`src/source/dram_spill_reg.sv`:
```
// Two-slot spill register for one valid/ready channel
// Registered ready, full throughput, payload given as a type

`timescale 1ns/10ps

module dram_spill_reg #(
  parameter type payload_t = logic
) (
  input  logic     soc_clk_i,
  input  logic     arst_n_i,
  input  logic     valid_i,
  output logic     ready_o,
  input  payload_t data_i,
  output logic     valid_o,
  input  logic     ready_i,
  output payload_t data_o
);

  // Slot a takes new items, slot b catches them when the output stalls
  logic     a_full_q, b_full_q;
  payload_t a_data_q, b_data_q;
  logic     a_fill, a_drain, b_fill, b_drain;

  assign a_fill  = valid_i & ready_o;
  assign a_drain = a_full_q & ~b_full_q;
  assign b_fill  = a_drain & ~ready_i;
  assign b_drain = b_full_q & ready_i;

  always_ff @(posedge soc_clk_i or negedge arst_n_i)
  begin
    if (!arst_n_i)
    begin
      a_full_q <= 1'b0;
      b_full_q <= 1'b0;
    end
    else
    begin
      a_full_q <= a_fill | (a_full_q & ~a_drain);
      b_full_q <= b_fill | (b_full_q & ~b_drain);
    end
  end

  always_ff @(posedge soc_clk_i)
  begin
    if (a_fill)
      a_data_q <= data_i;
    if (b_fill)
      b_data_q <= a_data_q;
  end

  // Older item sits in b whenever b is full
  assign ready_o = ~a_full_q | ~b_full_q;
  assign valid_o = a_full_q | b_full_q;
  assign data_o  = b_full_q ? b_data_q : a_data_q;

endmodule

```
`config.mk`:
```
export PLATFORM = sky130hd
export DESIGN_NAME = dram_spill_reg
export DESIGN_NICKNAME = d
export VERILOG_FILES = /design/src/source/dram_spill_reg.sv
export SDC_FILE = /design/constraint.sdc
export NUM_CORES = 1
export LEC_CHECK = 0
export BUFFER_PORTS_ARGS = -buffer_cell sky130_fd_sc_hd__buf_2
export CAP_MARGIN = 20
export CORE_AREA = 2 2 39 41
export DETAILED_ROUTE_END_ITERATION = 8
export DIE_AREA = 0 0 41 43
export GPL_ROUTABILITY_DRIVEN = 0
export SYNTH_ARGS = -nofsm -noshare
export SYNTH_HDL_FRONTEND = slang
export SYNTH_SLANG_ARGS = --single-unit
```
`constraint.sdc`:
```
create_clock -name soc_clk_i -period 0.9 [get_ports soc_clk_i]
set_input_delay 0.135 -clock soc_clk_i [delete_from_list [all_inputs] [get_ports soc_clk_i]]
set_output_delay 0.135 -clock soc_clk_i [all_outputs]
set_load 0.05 [all_outputs]
```
* Word level (Yosys, flattened, before mapping)
Cells that the tools add are included.
** Storage, ports and cells
- Register bits :: 4
- Output and inout bits :: 3
- Logic and storage cells :: 20
- Bits of input ports :: 5
** Cells by class
- Bitwise logic cells :: 15
- Muxes and demuxes :: 1
** Operators by type and width (number)
- $and 1x1->1 :: 6
- $not 1->1 :: 5
- $or 1x1->1 :: 4
- $mux 1 :: 1

* Longest topological paths before layout
- Depth in word-level cells :: 5
- Mapped depth :: 1
- Gate-level depth less buffers :: 1

* Worst setup path before layout
No wires, ideal clock.
- Path kind :: reg2out
- Start point :: reg b_full_q
- End point :: out valid_o
- Cell stages (with the launch flop) :: 2
- Slack :: -0.075 ns
- Required time :: 0.765 ns
- Arrival :: 0.840 ns
- Path buffers :: 0
- Cell sequence :: dfrtp_1 -> or2_1
** On the way
- Longest elaborated chain between the ends :: 1
** Ends and longest elaborated chain
- start: declaration :: line 20 : logic a_full_q, b_full_q;
- start signal: assignment :: line 39 : b_full_q <= b_fill | (b_full_q & ~b_drain);
- $or 1x1->1 :: line 53 : assign valid_o = a_full_q | b_full_q;
- end: declaration :: line 14 : output logic valid_o,
No other way between the ends.

* Worst setup path after layout
- Start point :: reg b_full_q
- End point :: out data_o
** On the way
- Longest elaborated chain between the ends :: 1
** Ends and longest elaborated chain
- $mux 1 :: line 54 : assign data_o = b_full_q ? b_data_q : a_data_q;
- end: declaration :: line 16 : output payload_t data_o
No other way between the ends.

==> impl_metrics.toml <==
[finish]
area_delta_synth_final_pct = 85.2
layout_common_cells = "buf_2, clkbuf_4, buf_4"
num-nets-final = 32
drive_gt1_frac = 0.760
diodes = 0
layout_commonest_cell = "buf_2"

[floorplan]
die_h_um = 43
initial_utilization = 0.122
core-area_sq_mm = 0.00138
io_pins = 8
rows = 14
die_x_um = 41
die_area_sq_mm = 0.00176

[cts]
clk_pin_slew_ns = 0.04
clk_latency_ns = 0.23
htree_levels = 1
cts_buffer_depth = 2
cts_tree = "yes"
root_buffer = "clkbuf_4"
cts.sinks = 4
cts_buffers = 3

[drt]
drc_errors = 0
dr.pass1.iters = 2
ant_nets = 0
vias_per_cell = 3.15
dr_total_vias = 129
drtIter0Drc = 4
wirelength_um = 312
wl_per_cell_um = 7.61

[placed_design]
pre_cts_ws_ns = -0.167
io_buffers = 7

[logic_synthesis]
synth_area_leader_cell = "edfxtp_1"
syn_avg_cell_area_sq_um = 15.4
yosys_warnings = 0
syn-num-nets = 16
synthMuxAreaShare = 0.0889
synth_area_sq_um = 169
ys_seq_area_frac = 0.652
netlist-cell-type-count = 9
ys_ff_latch = 4
synth_compound_gate_area_share = 0.156
synth_area_leaders = "edfxtp_1, dfrtp_1, mux2_4"
synthSimpleGateAreaFrac = 0.104
synthAdderAreaFrac = 0
synth_top_family_by_area = "compound AO/OA/AOI/OAI gates"
synth_xor_area_frac = 0
syn_inst = 11
yosysTopAreaCellShare = 0.356

[critical_path]
worstPathMaxFanout = 4
arrival_ns = 1.10
worst_setup_path_start_kind = "flip-flop"
crit_required_ns = 0.76
critPathCaptureType = "output pin"
critPathKind = "flip-flop to output pin"

[pwr]
p_leak_nw = 0.138
p_total_mw = 0.568
power.internal_mw = 0.425
clkPwrFrac = 0.380
peakVddDrop_uv = 834
swShare = 0.252
p_per_area_mw_per_mm2 = 1810
power.share.sequential = 0.380
power_switching_mw = 0.143
power_frac_comb = 0.241

[grt]
antenna_found_initial = 0
grt_pass1_wl_um = 434
groute.usage.overall = 0.0424
grt_pass1_vias = 111
grt_max_degree = 5
grt_remaining_overflow = 0

[flow_run]
maxCapViolCount = 0

[sta]
worst_pin_slew_ns = 0.139
min_period_over_period = 1.37
slew_violations = 0
timing.fmax_mhz = 812
rsz0062_at_grt = "true"
setup_violations = 7
max_slew_margin = 0.907
min_period_ns = 1.23
worst_clock_skew_ns = 0.00219
finalHoldViolCount = 0
fin_ws_ns = -0.331
timing.hold.ws_ns = 0.0817

[run_status]
violations = "negative setup slack"
outcome = "finished with violations"

[min_path]
hp-class = "primary input to flip-flop"
[cell usage after synthesis]
cell / n
or2_1: 1
a21o_2: 1
o21ba_2: 1
a21boi_0: 1
mux2_4: 1
dfrtp_1: 2
nand2_1: 1
nor3b_1: 1
edfxtp_1: 2
[critical path, cell delays in order (launching register included)]
cell	delay, ns
dfrtp_1	0.40
mux2_4	0.31
buf_6	0.15
[worst paths after layout]
| kind | from | to | slack [ns] | cells past startpoint |
|---|---|---|---|---|
| worst min-delay path | data_i | a_data_q | 0.08 | 1 |
| min in group asynchronous | arst_n_i | b_full_q | 0.22 | 2 |
| worst max-delay path | b_full_q | data_o | -0.33 | 2 |
| worst min register to register | a_data_q | b_data_q | 0.45 | 0 |
| worst max register to register | b_full_q | a_data_q | -0.20 | 3 |
| max in group asynchronous | arst_n_i | a_full_q | 0.58 | 2 |
[flip-flops by register name, indices dropped and copies added, names as in the netlist]
register,flops
a_full_q,1
b_full_q,1
b_data_q,1
a_data_q,1
[final cells by class]
class / count / area, sq um
clock buffers: 3 / 22.5
fillers: 143 / 1070
multi-input cells: 7 / 70.1
flip-flops and latches: 4 / 110
well taps: 16 / 20.0
repair buffers: 11 / 90.1
[metrics by stage]
stage	cell area [sq um]	cells	utilization	TNS (ns)
after detailed placement	234	35	0.169	-0.504
after global placement	234	35	0.169	-0.483
after global routing	313	41	0.226	-1.43
after CTS	313	41	0.226	-1.24
final	313	41	0.226	-1.21
after floorplan	171	11	-	-0.111
[cell families (layout without fill, tap and decap cells)]
group           count (synthesis)  count (layout)
flops                           4               4
simple gates                    3               3
buf+inv                         0              14
compound gates                  3               3
mux                             1               1
[power by group through the flow]
stage | registers [mW] | clock network (mW) | logic, mW
after floorplan | 0.220 | 0 | 0.0683
after global placement | 0.221 | 0 | 0.0947
after detailed placement | 0.222 | 0 | 0.0950
after CTS | 0.216 | 0.226 | 0.137
after global routing | 0.217 | 0.239 | 0.145
final | 0.216 | 0.215 | 0.137
[metal layers]
metal / share of wire / global-route usage / wire [um] / vias up
met1: 0.53 / 0.0557 / 164 / 53
met4: 0 / 0 / 0 / 0
met2: 0.33 / 0.0375 / 104 / 8
met5: 0 / 0 / 0 / -
met3: 0.14 / 0.0681 / 43 / 0
li1: - / - / - / 68
[timing repair]
item                                    in CTS  in global routing
pin swaps                                    3                  0
endpoints found under the setup margin       6                  7
resized for setup                           10                  0
buffers inserted                             2                  0
hold buffers                                 1                  0
hold endpoints to repair                     2                  0
Note: power is estimated with default switching activity, not from simulation.
