`src/source/dram_params.svh`:
```
// Width and depth macros of the DRAM wrapper
// SoC side, memory side and memory model depth

`ifndef DRAM_PARAMS_SVH
`define DRAM_PARAMS_SVH

// SoC-side request fields
`define DRAM_SOC_ID_WIDTH    6
`define DRAM_SOC_ADDR_WIDTH  32

// Memory-side request fields
`define DRAM_MEM_ID_WIDTH    4
`define DRAM_MEM_ADDR_WIDTH  12

// Data path, single beat
`define DRAM_DATA_WIDTH      64
`define DRAM_STRB_WIDTH      8

// Behavioral memory depth in data words
`define DRAM_MEM_WORDS       512

`endif

```
`src/source/dram_soc_pkg.sv`:
```
// SoC-side field types of the DRAM wrapper
// Full request ID and address, data, strobe and response

`include "dram_params.svh"

package dram_soc_pkg;

  //////////////////////////////////////////////////
  // Request fields
  //////////////////////////////////////////////////

  // Full ID as issued by the SoC
  typedef logic [`DRAM_SOC_ID_WIDTH-1:0]   soc_id_t;

  // Full byte address before truncation
  typedef logic [`DRAM_SOC_ADDR_WIDTH-1:0] soc_addr_t;

  //////////////////////////////////////////////////
  // Data and response fields
  //////////////////////////////////////////////////

  // Single-beat write and read data
  typedef logic [`DRAM_DATA_WIDTH-1:0]     soc_data_t;

  // One strobe bit per data byte
  typedef logic [`DRAM_STRB_WIDTH-1:0]     soc_strb_t;

  // AXI response code
  typedef logic [1:0]                      soc_resp_t;

endpackage

```
`src/source/dram_mem_pkg.sv`:
```
// Memory-side channel types of the DRAM wrapper
// Narrowed ID and address, and the five channel payloads

`include "dram_params.svh"

package dram_mem_pkg;

  typedef logic [`DRAM_MEM_ID_WIDTH-1:0]   mem_id_t;
  typedef logic [`DRAM_MEM_ADDR_WIDTH-1:0] mem_addr_t;
  typedef logic [`DRAM_DATA_WIDTH-1:0]     mem_data_t;
  typedef logic [`DRAM_STRB_WIDTH-1:0]     mem_strb_t;
  typedef logic [1:0]                      mem_resp_t;

  // Only response the model ever returns
  localparam mem_resp_t resp_okay = 2'b00;

  //////////////////////////////////////////////////
  // Channel payloads
  //////////////////////////////////////////////////

  typedef struct packed {mem_id_t id; mem_addr_t addr;} mem_aw_t;
  typedef struct packed {mem_id_t id; mem_addr_t addr;} mem_ar_t;
  typedef struct packed {mem_data_t data; mem_strb_t strb;} mem_w_t;
  typedef struct packed {mem_id_t id; mem_resp_t resp;} mem_b_t;

  typedef struct packed {
    mem_id_t   id;
    mem_data_t data;
    mem_resp_t resp;
  } mem_r_t;

endpackage

```
`src/source/dram_axi_if.sv`:
```
// Memory-side AXI bus with five single-beat channels
// Master and slave modports

`timescale 1ns/10ps

interface dram_axi_if;

  // Write address, data and response
  logic                  aw_valid;
  logic                  aw_ready;
  dram_mem_pkg::mem_aw_t aw;
  logic                  w_valid;
  logic                  w_ready;
  dram_mem_pkg::mem_w_t  w;
  logic                  b_valid;
  logic                  b_ready;
  dram_mem_pkg::mem_b_t  b;

  // Read address and data
  logic                  ar_valid;
  logic                  ar_ready;
  dram_mem_pkg::mem_ar_t ar;
  logic                  r_valid;
  logic                  r_ready;
  dram_mem_pkg::mem_r_t  r;

  // Request side, drives aw, w and ar
  modport mst (
    output aw_valid, aw, w_valid, w, ar_valid, ar, b_ready, r_ready,
    input  aw_ready, w_ready, ar_ready, b_valid, b, r_valid, r
  );

  // Memory side, answers on b and r
  modport slv (
    input  aw_valid, aw, w_valid, w, ar_valid, ar, b_ready, r_ready,
    output aw_ready, w_ready, ar_ready, b_valid, b, r_valid, r
  );

endinterface

```
`src/source/dram_port_adapter.sv`:
```
// SoC port adapter of the DRAM wrapper
// ID narrowing and restore, address truncation, one read and one write in flight

`timescale 1ns/10ps

`include "dram_params.svh"

module dram_port_adapter (
  input  logic                    soc_clk_i,
  input  logic                    arst_n_i,
  // Write address
  input  logic                    soc_aw_valid_i,
  input  dram_soc_pkg::soc_id_t   soc_aw_id_i,
  input  dram_soc_pkg::soc_addr_t soc_aw_addr_i,
  output logic                    soc_aw_ready_o,
  // Write data
  input  logic                    soc_w_valid_i,
  input  dram_soc_pkg::soc_data_t soc_w_data_i,
  input  dram_soc_pkg::soc_strb_t soc_w_strb_i,
  output logic                    soc_w_ready_o,
  // Write response
  output logic                    soc_b_valid_o,
  output dram_soc_pkg::soc_id_t   soc_b_id_o,
  output dram_soc_pkg::soc_resp_t soc_b_resp_o,
  input  logic                    soc_b_ready_i,
  // Read address
  input  logic                    soc_ar_valid_i,
  input  dram_soc_pkg::soc_id_t   soc_ar_id_i,
  input  dram_soc_pkg::soc_addr_t soc_ar_addr_i,
  output logic                    soc_ar_ready_o,
  // Read data
  output logic                    soc_r_valid_o,
  output dram_soc_pkg::soc_id_t   soc_r_id_o,
  output dram_soc_pkg::soc_data_t soc_r_data_o,
  output dram_soc_pkg::soc_resp_t soc_r_resp_o,
  input  logic                    soc_r_ready_i,
  // Memory-side bus
  dram_axi_if.mst                 bus
);

  // Set once the request half went out, cleared by its response
  logic aw_pend_q;
  logic w_pend_q;
  logic rd_pend_q;

  // Full IDs waiting for their response
  dram_soc_pkg::soc_id_t b_id_q;
  dram_soc_pkg::soc_id_t r_id_q;

  logic aw_fire;
  logic w_fire;
  logic b_fire;
  logic ar_fire;
  logic r_fire;

  //////////////////////////////////////////////////
  // Request path
  //////////////////////////////////////////////////

  // Low ID bits and low address bits go to the memory
  assign bus.aw_valid = soc_aw_valid_i & ~aw_pend_q;
  assign bus.aw = '{id: soc_aw_id_i[`DRAM_MEM_ID_WIDTH-1:0],
                    addr: soc_aw_addr_i[`DRAM_MEM_ADDR_WIDTH-1:0]};
  assign soc_aw_ready_o = bus.aw_ready & ~aw_pend_q;

  assign bus.w_valid = soc_w_valid_i & ~w_pend_q;
  assign bus.w = '{data: soc_w_data_i, strb: soc_w_strb_i};
  assign soc_w_ready_o = bus.w_ready & ~w_pend_q;

  assign bus.ar_valid = soc_ar_valid_i & ~rd_pend_q;
  assign bus.ar = '{id: soc_ar_id_i[`DRAM_MEM_ID_WIDTH-1:0],
                    addr: soc_ar_addr_i[`DRAM_MEM_ADDR_WIDTH-1:0]};
  assign soc_ar_ready_o = bus.ar_ready & ~rd_pend_q;

  //////////////////////////////////////////////////
  // Response path
  //////////////////////////////////////////////////

  // Stored full ID replaces the narrowed one
  assign soc_b_valid_o = bus.b_valid;
  assign soc_b_id_o    = b_id_q;
  assign soc_b_resp_o  = bus.b.resp;
  assign bus.b_ready   = soc_b_ready_i;

  assign soc_r_valid_o = bus.r_valid;
  assign soc_r_id_o    = r_id_q;
  assign soc_r_data_o  = bus.r.data;
  assign soc_r_resp_o  = bus.r.resp;
  assign bus.r_ready   = soc_r_ready_i;

  assign aw_fire = bus.aw_valid & bus.aw_ready;
  assign w_fire  = bus.w_valid & bus.w_ready;
  assign b_fire  = bus.b_valid & bus.b_ready;
  assign ar_fire = bus.ar_valid & bus.ar_ready;
  assign r_fire  = bus.r_valid & bus.r_ready;

  // Outstanding flags and ID capture
  always_ff @(posedge soc_clk_i or negedge arst_n_i)
  begin
    if (!arst_n_i)
    begin
      aw_pend_q <= 1'b0;
      w_pend_q  <= 1'b0;
      rd_pend_q <= 1'b0;
      b_id_q    <= '0;
      r_id_q    <= '0;
    end
    else
    begin
      // b only arrives once both halves are in, so no overlap with a new aw
      if (b_fire)
      begin
        aw_pend_q <= 1'b0;
        w_pend_q  <= 1'b0;
      end
      else
      begin
        if (aw_fire)
          aw_pend_q <= 1'b1;
        if (w_fire)
          w_pend_q <= 1'b1;
      end
      if (aw_fire)
        b_id_q <= soc_aw_id_i;
      if (ar_fire)
      begin
        rd_pend_q <= 1'b1;
        r_id_q    <= soc_ar_id_i;
      end
      else if (r_fire)
        rd_pend_q <= 1'b0;
    end
  end

endmodule

```
`src/flat_wrapper.sv`:
```
// flat-port wrapper written by rule: the top's interface ports become plain ports
module dram_port_adapter_flat 
  (soc_clk_i, arst_n_i, soc_aw_valid_i, soc_aw_id_i, soc_aw_addr_i, soc_aw_ready_o, soc_w_valid_i, soc_w_data_i, soc_w_strb_i, soc_w_ready_o, soc_b_valid_o, soc_b_id_o, soc_b_resp_o, soc_b_ready_i, soc_ar_valid_i, soc_ar_id_i, soc_ar_addr_i, soc_ar_ready_o, soc_r_valid_o, soc_r_id_o, soc_r_data_o, soc_r_resp_o, soc_r_ready_i, bus_aw_valid, bus_aw, bus_w_valid, bus_w, bus_ar_valid, bus_ar, bus_b_ready, bus_r_ready, bus_aw_ready, bus_w_ready, bus_ar_ready, bus_b_valid, bus_b, bus_r_valid, bus_r);
  dram_axi_if bus_i ();
  input  logic soc_clk_i;
  input  logic arst_n_i;
  input  logic soc_aw_valid_i;
  input  dram_soc_pkg::soc_id_t soc_aw_id_i;
  input  dram_soc_pkg::soc_addr_t soc_aw_addr_i;
  output logic soc_aw_ready_o;
  input  logic soc_w_valid_i;
  input  dram_soc_pkg::soc_data_t soc_w_data_i;
  input  dram_soc_pkg::soc_strb_t soc_w_strb_i;
  output logic soc_w_ready_o;
  output logic soc_b_valid_o;
  output dram_soc_pkg::soc_id_t soc_b_id_o;
  output dram_soc_pkg::soc_resp_t soc_b_resp_o;
  input  logic soc_b_ready_i;
  input  logic soc_ar_valid_i;
  input  dram_soc_pkg::soc_id_t soc_ar_id_i;
  input  dram_soc_pkg::soc_addr_t soc_ar_addr_i;
  output logic soc_ar_ready_o;
  output logic soc_r_valid_o;
  output dram_soc_pkg::soc_id_t soc_r_id_o;
  output dram_soc_pkg::soc_data_t soc_r_data_o;
  output dram_soc_pkg::soc_resp_t soc_r_resp_o;
  input  logic soc_r_ready_i;
  output wire logic [$bits(bus_i.aw_valid)-1:0] bus_aw_valid;
  output wire logic [$bits(bus_i.aw)-1:0] bus_aw;
  output wire logic [$bits(bus_i.w_valid)-1:0] bus_w_valid;
  output wire logic [$bits(bus_i.w)-1:0] bus_w;
  output wire logic [$bits(bus_i.ar_valid)-1:0] bus_ar_valid;
  output wire logic [$bits(bus_i.ar)-1:0] bus_ar;
  output wire logic [$bits(bus_i.b_ready)-1:0] bus_b_ready;
  output wire logic [$bits(bus_i.r_ready)-1:0] bus_r_ready;
  input wire logic [$bits(bus_i.aw_ready)-1:0] bus_aw_ready;
  input wire logic [$bits(bus_i.w_ready)-1:0] bus_w_ready;
  input wire logic [$bits(bus_i.ar_ready)-1:0] bus_ar_ready;
  input wire logic [$bits(bus_i.b_valid)-1:0] bus_b_valid;
  input wire logic [$bits(bus_i.b)-1:0] bus_b;
  input wire logic [$bits(bus_i.r_valid)-1:0] bus_r_valid;
  input wire logic [$bits(bus_i.r)-1:0] bus_r;
  assign bus_aw_valid = bus_i.aw_valid;
  assign bus_aw = bus_i.aw;
  assign bus_w_valid = bus_i.w_valid;
  assign bus_w = bus_i.w;
  assign bus_ar_valid = bus_i.ar_valid;
  assign bus_ar = bus_i.ar;
  assign bus_b_ready = bus_i.b_ready;
  assign bus_r_ready = bus_i.r_ready;
  assign bus_i.aw_ready = bus_aw_ready;
  assign bus_i.w_ready = bus_w_ready;
  assign bus_i.ar_ready = bus_ar_ready;
  assign bus_i.b_valid = bus_b_valid;
  assign bus_i.b = bus_b;
  assign bus_i.r_valid = bus_r_valid;
  assign bus_i.r = bus_r;
  dram_port_adapter u_core (.soc_clk_i(soc_clk_i), .arst_n_i(arst_n_i), .soc_aw_valid_i(soc_aw_valid_i), .soc_aw_id_i(soc_aw_id_i), .soc_aw_addr_i(soc_aw_addr_i), .soc_aw_ready_o(soc_aw_ready_o), .soc_w_valid_i(soc_w_valid_i), .soc_w_data_i(soc_w_data_i), .soc_w_strb_i(soc_w_strb_i), .soc_w_ready_o(soc_w_ready_o), .soc_b_valid_o(soc_b_valid_o), .soc_b_id_o(soc_b_id_o), .soc_b_resp_o(soc_b_resp_o), .soc_b_ready_i(soc_b_ready_i), .soc_ar_valid_i(soc_ar_valid_i), .soc_ar_id_i(soc_ar_id_i), .soc_ar_addr_i(soc_ar_addr_i), .soc_ar_ready_o(soc_ar_ready_o), .soc_r_valid_o(soc_r_valid_o), .soc_r_id_o(soc_r_id_o), .soc_r_data_o(soc_r_data_o), .soc_r_resp_o(soc_r_resp_o), .soc_r_ready_i(soc_r_ready_i), .bus(bus_i));
endmodule
```
`config.mk`:
```
export PLATFORM = sky130hd
export DESIGN_NAME = dram_port_adapter_flat
export DESIGN_NICKNAME = d
export VERILOG_FILES = /design/src/source/dram_soc_pkg.sv /design/src/source/dram_mem_pkg.sv /design/src/source/dram_axi_if.sv /design/src/source/dram_port_adapter.sv /design/src/flat_wrapper.sv
export VERILOG_INCLUDE_DIRS = /design/src /design/src/source
export SDC_FILE = /design/constraint.sdc
export NUM_CORES = 1
export LEC_CHECK = 0
export BUFFER_PORTS_ARGS = -buffer_cell sky130_fd_sc_hd__clkbuf_2
export CAP_MARGIN = 10
export CELL_PAD_IN_SITES_DETAIL_PLACEMENT = 0
export CELL_PAD_IN_SITES_GLOBAL_PLACEMENT = 1
export CORE_AREA = 2 2 167 169
export CTS_CLUSTER_DIAMETER = 80
export DETAILED_ROUTE_END_ITERATION = 10
export DIE_AREA = 0 0 169 171
export GPL_TIMING_DRIVEN = 0
export PLACE_DENSITY_LB_ADDON = 0.1
export SYNTH_ARGS = -nofsm -noshare
export SYNTH_HDL_FRONTEND = slang
export SYNTH_SLANG_ARGS = --single-unit
```
`constraint.sdc`:
```
create_clock -name soc_clk_i -period 1.97 [get_ports soc_clk_i]
set_input_delay 0 -clock soc_clk_i [delete_from_list [all_inputs] [get_ports soc_clk_i]]
set_output_delay 0 -clock soc_clk_i [all_outputs]
set_load 0.01 [all_outputs]
```
* Word level (Yosys, flattened, before mapping) *
Cells that the tools add are included.

word-level totals
  bits in registers = 15
  output and inout bits = 194
  logic and storage cells = 28

cells by class
  muxes and demuxes = 6
  bitwise operators = 14
  reductions and logical operators = 3

operators with widths
  operator            number
  1-bit AND           11
  1-bit two-way mux   6
  2-bit nonzero test  3
  1-bit inverter      3

* Depth between registers and ports, before layout *
Gate-level depths: netlist of run 1.

  depth in word-level cells = 5
  mapped depth = 2

* Worst setup path before layout of run 1 *
Ideal clock, no wire load.

  kind = reg2reg
  from = reg u_core.rd_pend_q
  to = reg u_core.r_id_q[0] (netlist: u_core.soc_r_id_o[0])
  setup time = 125 ps
  arrival time = 852 ps
  required time = 1845 ps
  setup slack = 993 ps
  cell stages (with the launch flop) = 3
  path through = dfrtp_1 -> nand3b_4 -> mux2_2

on the way
  cells in the longest elaborated chain, start to end = 3

ends and longest elaborated chain
  item                      RTL line                  text
  start: declaration        dram_port_adapter.sv:44   logic rd_pend_q;
  start signal: assignment  dram_port_adapter.sv:104  rd_pend_q <= 1'b0;
  start signal: assignment  dram_port_adapter.sv:127  rd_pend_q <= 1'b1;
  start signal: assignment  dram_port_adapter.sv:131  rd_pend_q <= 1'b0;
  1-bit inverter            dram_port_adapter.sv:70   assign bus.ar_valid = soc_ar_valid_i & ~rd_pend_q;
  1-bit AND                 dram_port_adapter.sv:70
  1-bit AND                 dram_port_adapter.sv:94   assign ar_fire = bus.ar_valid & bus.ar_ready;
  end signal: assignment    dram_port_adapter.sv:128  r_id_q <= soc_ar_id_i;
  end: declaration          dram_port_adapter.sv:48   dram_soc_pkg::soc_id_t r_id_q;

No other way between the ends.
A chain may end at the register's enable or synchronous reset.

* Worst setup path after layout of run 1 *
  from = reg u_core.rd_pend_q
  to = reg u_core.rd_pend_q

on the way
  cells in the longest elaborated chain, start to end = 4
  elaborated cells between the ends (all ways) = 5
  those cells by class = mux: 1; bitwise: 3; reduce/logical: 1

ends and longest elaborated chain
  item                                                            RTL line
  1-bit inverter (*)                                              dram_port_adapter.sv:70
  1-bit AND (*)                                                   dram_port_adapter.sv:70
  1-bit AND (*)                                                   dram_port_adapter.sv:94
  1-bit two-way mux / 2-bit nonzero test (equally long branches)  -

Mark *: on every way between the ends. The rest lies on a longest branch, timed or not.

==> out/metrics.cfg, run 1 <==
[die]
die_area_um2=28900
ios=430
core_area_um2=27300
rows=61
start_util_pct=7.12
die_height_um=171
fp.dieW_um=169

[sta]
slew_headroom_pct=65.2
whs_ns=0.00350
finalClockSkew_ns=0.00128
setup_viol=0
tns_ns=0
worst_slew_pin_slew_ns=0.523
max_freq_ghz=0.770
fin_crit_sh_pct=66.0
hold_viol=0
rsz0062_at_grt=no
slew_viol_final=0
fin_crit_ns=1.30
setup_slack_ns=0.670

[clock_tree]
clk-insertion-delay-late_ns=0.26
cts-root-buf=clkbuf_16
cts-htree-levels=1
clkSinkCount=15
postCtsHoldBufs=17
post_cts_resized=0
cts_tree=yes
cts_buffers=3
postCtsSetupRepairBufs=0
clockBufferDepth=2
clkTransAtPathRegs_ns=0.06

[finish]
final_util_pct=13.6
area_growth_pct=90.9
layout-drive-gt1-share_pct=90.8
multiInputGateArea_um2=249
final_common_cell=clkbuf_2
fin_area_um2=3710
num_antenna_cells=0
fin_nets=692
layout_common_cells=clkbuf_2, buf_4, dlygate4sd3_1
fillers=3176
stdcell_count=801
regArea_um2=375

[placed_design]
dp_cells=780
place_congestion=0.627
port_buffers=217
place_area_um2=3460
post-place-ws_ns=0.838

[synth]
ys_types=8
syn_area_per_cell_um2=8.97
synth_nets=453
postSynthCellCount=217
synth_seq_cells=15
ys_seq_area_share_pct=19.3
ys_warn_count=0
netlist_area_um2=1950

[grt]
grt_max_degree=16
grt.total_usage_pct=4.08
grt_pass1_wl_um=8820
grt_pass1_vias=1669
gr-total-overflow=0
antenna_found_initial=0

[worst_setup_path]
cp_slowest_cell=dlygate4sd3_1
max_stage_delay_ns=0.55
path_cells=a21oi_1 -> a31oi_1 -> dlygate4sd3_1
required_ns=2.11
end_kind=flop
cp.arrival_ns=1.44
worstSetupPathType=flop to flop
worst-path-max-fanout=5
startpoint_type=flop

[flow_run]
cap_violations=0

[status]
outcome=finished clean

[power]
p_sw_mw=0.575
switching_share_pct=33.0
power_mw=1.74
leakage_nw=2.15
vdd_ir_drop_max_mv=0.224
p_int_mw=1.17
combPwrFrac_pct=49.6
seqPwrFrac_pct=24.7
p_per_area_nw_per_um2=469
pwr-share-clk_pct=25.7

[detailed_routing]
drt_first_pass_iters=4
drt-total-wl_um=7110
drtIter0Drc=17
vias=2071
wl_per_cell_um=8.87
ant_nets=0
drc_errors=0
vias_per_cell=2.59

[worst_hold_path]
min_path_type=input pin to flop

## per-layer routing
metal	up-vias	wire length, um	GRT usage, %	part of all wire [%]
li1	977	-	-	-
met1	895	1920	3.47	27
met2	197	4170	8.77	59
met3	2	985	1.69	14
met4	0	29	0.669	0.41
met5	-	0	0	0
## cell usage after synthesis
| cell | number | area share [%] |
|---|---|---|
| buf_4 | 176 | 68 |
| dfrtp_1 | 15 | 19 |
| mux2_2 | 12 | 6.9 |
| a21oi_1 | 5 | 1.3 |
| nor2b_1 | 4 | 1.3 |
| and2b_2 | 2 | 0.90 |
| nand3b_4 | 2 | 2.1 |
| a31oi_1 | 1 | 0.32 |
## worst max-delay path: cells and delay by family (launching register included)
kind | cells | cell delay [ns]
buffers and inverters | 1 | 0.55
flip-flops | 1 | 0.42
AO/OA/AOI/OAI | 2 | 0.21
## final cells by class
type	instances	area share, %
plain buffers	176	35.6
clock buffers	3	2.02
clock inverters	1	0.135
multi-input cells	26	6.70
flip-flops and latches	15	10.1
well taps	346	11.7
repair buffers	234	33.8
## cell families (layout without fill, tap and decap cells)
logic type | count (synthesis) | count (layout) | share of synthesized area, %
and+or+nand+nor | 8 | 8 | 4.24
AOI/OAI and AO/OA | 6 | 6 | 1.61
muxes | 12 | 12 | 6.95
buffers and inverters | 176 | 414 | 67.9
DFF | 15 | 15 | 19.3
## final timing paths
| kind | from | endpoint | slack (ns) | depth (start not counted) |
|---|---|---|---|---|
| worst min-delay path | soc_ar_id_i[2] | u_core.soc_r_id_o[2] | 0.003 | 2 |
| worst min register to register | u_core.soc_b_id_o[1] | u_core.soc_b_id_o[1] | 0.51 | 1 |
| max in group asynchronous | arst_n_i | u_core.soc_r_id_o[1] | 1.38 | 2 |
| worst max register to register | u_core.rd_pend_q | u_core.rd_pend_q | 0.67 | 3 |
| worst max-delay path | u_core.rd_pend_q | u_core.rd_pend_q | 0.67 | 3 |
| min in group asynchronous | arst_n_i | u_core.soc_b_id_o[0] | 0.24 | 2 |
## power by group through the flow
stage,sequential [mW],clock (mW),combinational [mW]
global placement,0.435,0,0.866
floorplan,0.466,0,0.470
finish,0.431,0.448,0.865
global route,0.445,0.495,0.946
CTS,0.433,0.496,0.894
detailed placement,0.438,0,0.860
## sequential cells by signal, summed over array words and instances (netlist names)
name / flops
u_core.soc_b_id_o: 6
u_core.soc_r_id_o: 6
u_core.aw_pend_q: 1
u_core.rd_pend_q: 1
u_core.w_pend_q: 1
No activity file was read; power rests on OpenSTA's default activity.
==> run 2: changes to the inputs <==
--- a/config.mk
+++ b/config.mk
@@ -10,10 +10,10 @@
 export CAP_MARGIN = 10
 export CELL_PAD_IN_SITES_DETAIL_PLACEMENT = 0
 export CELL_PAD_IN_SITES_GLOBAL_PLACEMENT = 1
-export CORE_AREA = 2 2 167 169
+export CORE_AREA = 2 2 168 170
 export CTS_CLUSTER_DIAMETER = 80
 export DETAILED_ROUTE_END_ITERATION = 10
-export DIE_AREA = 0 0 169 171
+export DIE_AREA = 0 0 170 172
 export GPL_TIMING_DRIVEN = 0
 export PLACE_DENSITY_LB_ADDON = 0.1
 export SYNTH_ARGS = -nofsm -noshare
==> constraint.sdc (replaced) <==
create_clock -name soc_clk_i -period 1.35 [get_ports soc_clk_i]
set_input_delay 0 -clock soc_clk_i [delete_from_list [all_inputs] [get_ports soc_clk_i]]
set_output_delay 0 -clock soc_clk_i [all_outputs]
set_load 0.01 [all_outputs]
==> out/metrics.cfg, run 2 (synthesis gave the netlist of run 1 again) <==
[power]
p_per_area_nw_per_um2=683  ; +45%
switching_share_pct=32.4  ; -0.55 points
p_sw_mw=0.826  ; +44%
combPwrFrac_pct=49.9  ; +0.3 points
leakage_nw=2.15  ; +0.26%
p_int_mw=1.72  ; +47%
pwr-share-clk_pct=25.5  ; -0.2 points
power_mw=2.55  ; +46%
seqPwrFrac_pct=24.6  ; about the same
vdd_ir_drop_max_mv=0.327  ; +46%

[finish]
area_growth_pct=91.8
layout_common_cells=clkbuf_2, buf_4, dlygate4sd3_1
stdcell_count=803  ; +0.25%
final_common_cell=clkbuf_2
fillers=3191  ; +0.47%
fin_nets=694  ; +0.29%
fin_area_um2=3730  ; +0.47%
num_antenna_cells=0  ; unchanged
multiInputGateArea_um2=249  ; unchanged
layout-drive-gt1-share_pct=90.8  ; about the same
regArea_um2=375  ; unchanged

[sta]
rsz0062_at_grt=no
finalClockSkew_ns=0.00659  ; +0.00530 ns
hold_viol=0  ; unchanged
setup_viol=0  ; unchanged
tns_ns=0  ; unchanged
fin_crit_ns=1.26  ; -0.0393 ns
worst_slew_pin_slew_ns=0.481  ; -0.0414 ns
slew_headroom_pct=67.9  ; +2.8 points
fin_crit_sh_pct=93.4  ; +27 points
slew_viol_final=0  ; unchanged
max_freq_ghz=0.793  ; +3.1%

[clock_tree]
post_cts_resized=0  ; unchanged
cts_tree=yes
cts-htree-levels=1  ; unchanged
clk-insertion-delay-late_ns=0.26  ; about the same
cts-root-buf=clkbuf_16
clkSinkCount=15  ; unchanged
clockBufferDepth=2  ; unchanged
cts_buffers=3  ; unchanged
clkTransAtPathRegs_ns=0.06  ; about the same

[worst_setup_path]
startpoint_type=flop
r2r_cells=3  ; unchanged
reg2reg_to=u_core.aw_pend_q
cp.arrival_ns=1.40  ; -0.04 ns
rr_startpoint=u_core.aw_pend_q
end_kind=flop
worst-path-max-fanout=4  ; -1
endpoint=u_core.aw_pend_q
r2r_slack_ns=0.09  ; -0.58 ns
required_ns=1.49  ; -0.62 ns
crit_path_start=u_core.aw_pend_q
worstSetupPathType=flop to flop

[placed_design]
port_buffers=217  ; unchanged
place_area_um2=3460  ; unchanged
place_congestion=0.591  ; -5.8%
dp_cells=780  ; unchanged
hpwl_um=6160

[die]
fp.dieW_um=170  ; +0.59%
core_area_um2=27500  ; +0.56%
start_util_pct=7.08  ; -0.040 points
ios=430  ; unchanged
rows=61  ; unchanged
die_height_um=172  ; +0.58%
die_area_um2=29200  ; +1.2%

[detailed_routing]
vias_per_cell=2.60  ; +0.43%
vias=2085  ; +0.68%
ant_nets=0  ; unchanged
drtIter0Drc=17  ; unchanged
drc_errors=0  ; unchanged
drt-total-wl_um=6870  ; -3.4%
drt_first_pass_iters=2  ; -2
wl_per_cell_um=8.55  ; -3.6%

[worst_hold_path]
min_path_type=input pin to flop

[status]
outcome=finished clean

[grt]
grt_pass1_wl_um=8460  ; -4.1%
grt.total_usage_pct=3.81  ; -0.27 points
gr-total-overflow=0  ; unchanged
antenna_found_initial=0  ; unchanged
grt_pass1_vias=1685  ; +0.96%
grt_max_degree=16  ; unchanged

[flow_run]
cap_violations=0  ; unchanged

==> run 2: power by group through the flow <==
stage	Clock (mW)	Combinational (mW)	Sequential, mW
finish	0.649	1.27	0.628
global route	0.742	1.39	0.646
CTS	0.740	1.29	0.631
detailed placement	0	1.24	0.640
global placement	0	1.25	0.634
floorplan	0	0.686	0.680
==> run 2: how the worst min path moves through the flow <==
stage / from / endpoint / cells past startpoint
2_1_floorplan: arst_n_i / u_core.aw_pend_q / 0
3_3_place_gp: arst_n_i / u_core.soc_b_id_o[1] / 1
3_5_place_dp: arst_n_i / u_core.soc_b_id_o[1] / 1
4_1_cts: soc_aw_id_i[1] / u_core.soc_b_id_o[1] / 2
5_1_grt: soc_aw_id_i[1] / u_core.soc_b_id_o[1] / 2
6_report: soc_aw_id_i[1] / u_core.soc_b_id_o[1] / 2
==> run 2: area by class of cell <==
class | instances | area share (%)
multi-input combinational | 26 | 6.67
buffer | 176 | 35.4
clock inverter | 1 | 0.201
tap | 346 | 11.6
sequential | 15 | 10.1
clock buffer | 3 | 2.01
timing repair buffer | 236 | 34.1
==> run 2: critical path: stages, from the launching register on <==
cell and delay [ns]:
dfrtp_1 0.41, a21oi_1 0.14, a21oi_1 0.05, dlygate4sd3_1 0.55
==> run 2: metal layers <==
metal / wire length [um] / GRT usage (%)
met4: 30 / 0.743
met1: 1890 / 3.23
met2: 3920 / 7.95
met5: 0 / 0
met3: 1020 / 1.83
==> run 2: what timing repair did <==
action                     in CTS  in global routing
hold buffers                   17                  0
hold endpoints to repair       29                  0
setup endpoints to repair       0                  1
buffers inserted                0                  2
==> run 2: through the flow <==
step	util (%)	hold WS, ns	setup WS [ns]
floorplan	-	-0.296	0.373
global placement	12.6	0.0136	0.232
detailed placement	12.6	0.0171	0.204
CTS	13.5	0.00965	0.0639
global route	13.6	0.00643	0.0103
finish	13.6	0.0152	0.0897
==> run 3: changes to the inputs <==
--- a/config.mk
+++ b/config.mk
@@ -15,7 +15,7 @@
 export DETAILED_ROUTE_END_ITERATION = 10
 export DIE_AREA = 0 0 170 172
 export GPL_TIMING_DRIVEN = 0
-export PLACE_DENSITY_LB_ADDON = 0.1
+export PLACE_DENSITY = 0.58
 export SYNTH_ARGS = -nofsm -noshare
 export SYNTH_HDL_FRONTEND = slang
 export SYNTH_SLANG_ARGS = --single-unit
==> out/metrics.cfg, run 3 (synthesis gave the netlist of run 1 again) <==
[die]
die_height_um=172  ; unchanged
ios=430  ; unchanged
start_util_pct=7.08  ; unchanged
core_area_um2=27500  ; unchanged
rows=61  ; unchanged
die_area_um2=29200  ; unchanged
fp.dieW_um=170  ; unchanged

[detailed_routing]
ant_nets=0  ; unchanged
drtIter0Drc=12  ; -5
drt_first_pass_iters=3  ; +1
wl_per_cell_um=9.78  ; +14%
vias_per_cell=2.58  ; -0.70%
vias=2060  ; -1.2%
drc_errors=0  ; unchanged
drt-total-wl_um=7810  ; +14%

[sta]
finalClockSkew_ns=0.00150  ; -0.00509 ns
setup_viol=0  ; unchanged
fin_crit_ns=1.26  ; -0.000314 ns
tns_ns=0  ; unchanged
hold_viol=1  ; +1
rsz0062_at_grt=no
slew_headroom_pct=65.1  ; -2.8 points
max_freq_ghz=0.794  ; about the same
fin_crit_sh_pct=93.3  ; about the same
whs_ns=-0.000609  ; -0.0158 ns
slew_viol_final=0  ; unchanged
worst_slew_pin_slew_ns=0.524  ; +0.0426 ns

[clock_tree]
cts_buffers=3  ; unchanged
cts-htree-levels=1  ; unchanged
clk-insertion-delay-late_ns=0.26  ; about the same
cts-root-buf=clkbuf_16
clkTransAtPathRegs_ns=0.06  ; about the same
clkSinkCount=15  ; unchanged
cts_tree=yes
clockBufferDepth=2  ; unchanged
postCtsSetupRepairBufs=0  ; unchanged

[finish]
num_antenna_cells=0  ; unchanged
area_growth_pct=90.0
stdcell_count=799  ; -0.50%
layout_common_cells=clkbuf_2, buf_4, dlygate4sd3_1, dfrtp_1, mux2_2
fin_nets=690  ; -0.58%
layout-drive-gt1-share_pct=91.2  ; +0.36 points
final_util_pct=13.5  ; -0.13 points
fin_area_um2=3700  ; -0.94%
final_common_cell=clkbuf_2

[grt]
gr-total-overflow=0  ; unchanged
grt_max_degree=16  ; unchanged
grt_pass1_vias=1739  ; +3.2%
antenna_found_initial=1  ; +1
grt_pass1_wl_um=9470  ; +12%
grt.total_usage_pct=4.48  ; +0.66 points

[flow_run]
cap_violations=0  ; unchanged

[worst_setup_path]
path_cells=a21oi_1 -> a21oi_1 -> dlygate4sd3_1
worst-path-max-fanout=4  ; unchanged
critical_path.most_common_cell=a21oi_1
end_kind=flop
cp_slowest_cell=dlygate4sd3_1
cp.arrival_ns=1.40  ; about the same
required_ns=1.49  ; about the same
startpoint_type=flop
max_stage_delay_ns=0.56  ; about the same
worstSetupPathType=flop to flop

[status]
outcome=finished, violations left
failed_checks=hold timing

[power]
vdd_ir_drop_max_mv=0.331  ; +1.1%
leakage_nw=2.14  ; -0.77%
p_per_area_nw_per_um2=690  ; +1.0%

[worst_hold_path]
min_path_type=input pin to flop

[placed_design]
port_buffers=217  ; unchanged
hpwl_um=7050  ; +14%
place_area_um2=3460  ; unchanged
place_congestion=0.751  ; +27%
dp_cells=780  ; unchanged

run 3: cell count changes in the layout (fill, tap and decap cells not counted), sizes merged:
cell / delta
clkbuf: +1
buf: -2
dlygate4sd3: -2
clkinvlp: -1
run 3: critical path, delay by kind of cell (launching register included):
| family | cells | cell delay [ns] |
|---|---|---|
| AOI/OAI and AO/OA | 2 | 0.17 |
| buffers and inverters | 1 | 0.56 |
| DFF | 1 | 0.41 |
run 3: final timing paths:
kind / startpoint / endpoint / slack [ns] / cells past startpoint
hold / removal: bus_b_valid / u_core.w_pend_q / -0.0006 / 2
setup / recovery: u_core.aw_pend_q / u_core.aw_pend_q / 0.09 / 3
min in group asynchronous: arst_n_i / u_core.soc_r_id_o[2] / 0.25 / 2
setup reg to reg: u_core.aw_pend_q / u_core.aw_pend_q / 0.09 / 3
max in group asynchronous: arst_n_i / u_core.soc_b_id_o[1] / 0.75 / 2
hold reg to reg: u_core.soc_b_id_o[0] / u_core.soc_b_id_o[0] / 0.50 / 1
run 3: cell type report:
type | instances | area (um^2)
buffer | 176 | 1320
clock buffer | 4 | 78.8
fill | 3146 | 23800
multi-input combinational | 26 | 253
sequential | 15 | 375
tap | 346 | 433
timing repair buffer | 232 | 1240
run 3: report_power, final:
| group | internal (mW) | switching (mW) | total, mW | leakage (nW) |
|---|---|---|---|---|
| Clock | 0.404 | 0.256 | 0.660 | 0.0382 |
| Combinational | 0.740 | 0.522 | 1.26 | 1.92 |
| Sequential | 0.565 | 0.0632 | 0.628 | 0.176 |
| Total | 1.71 | 0.841 | 2.55 | 2.14 |
run 3: metrics by stage:
stage                     worst slack (ns)  power (mW)  hold WS [ns]
after floorplan                      0.373        1.37        -0.296
after global placement               0.248        1.88        0.0276
after detailed placement             0.237        1.88        0.0307
after CTS                           0.0778        2.65        0.0149
after global routing                0.0103        2.75        0.0233
final                               0.0901        2.55     -0.000609
run 3: timing repair:
action,4_1_cts,5_1_grt
hold endpoints to repair,27,0
gates resized for setup,0,1
endpoints found under the setup margin,0,1
hold buffers,15,0
run 3: routing by layer:
layer | GRT usage (%) | up-vias | part of all wire, %
met5 | 0 | - | 0.090
met4 | 2.12 | 2 | 1.6
met3 | 0.710 | 7 | 11
met2 | 8.84 | 198 | 55
met1 | 4.59 | 881 | 33
li1 | - | 972 | -
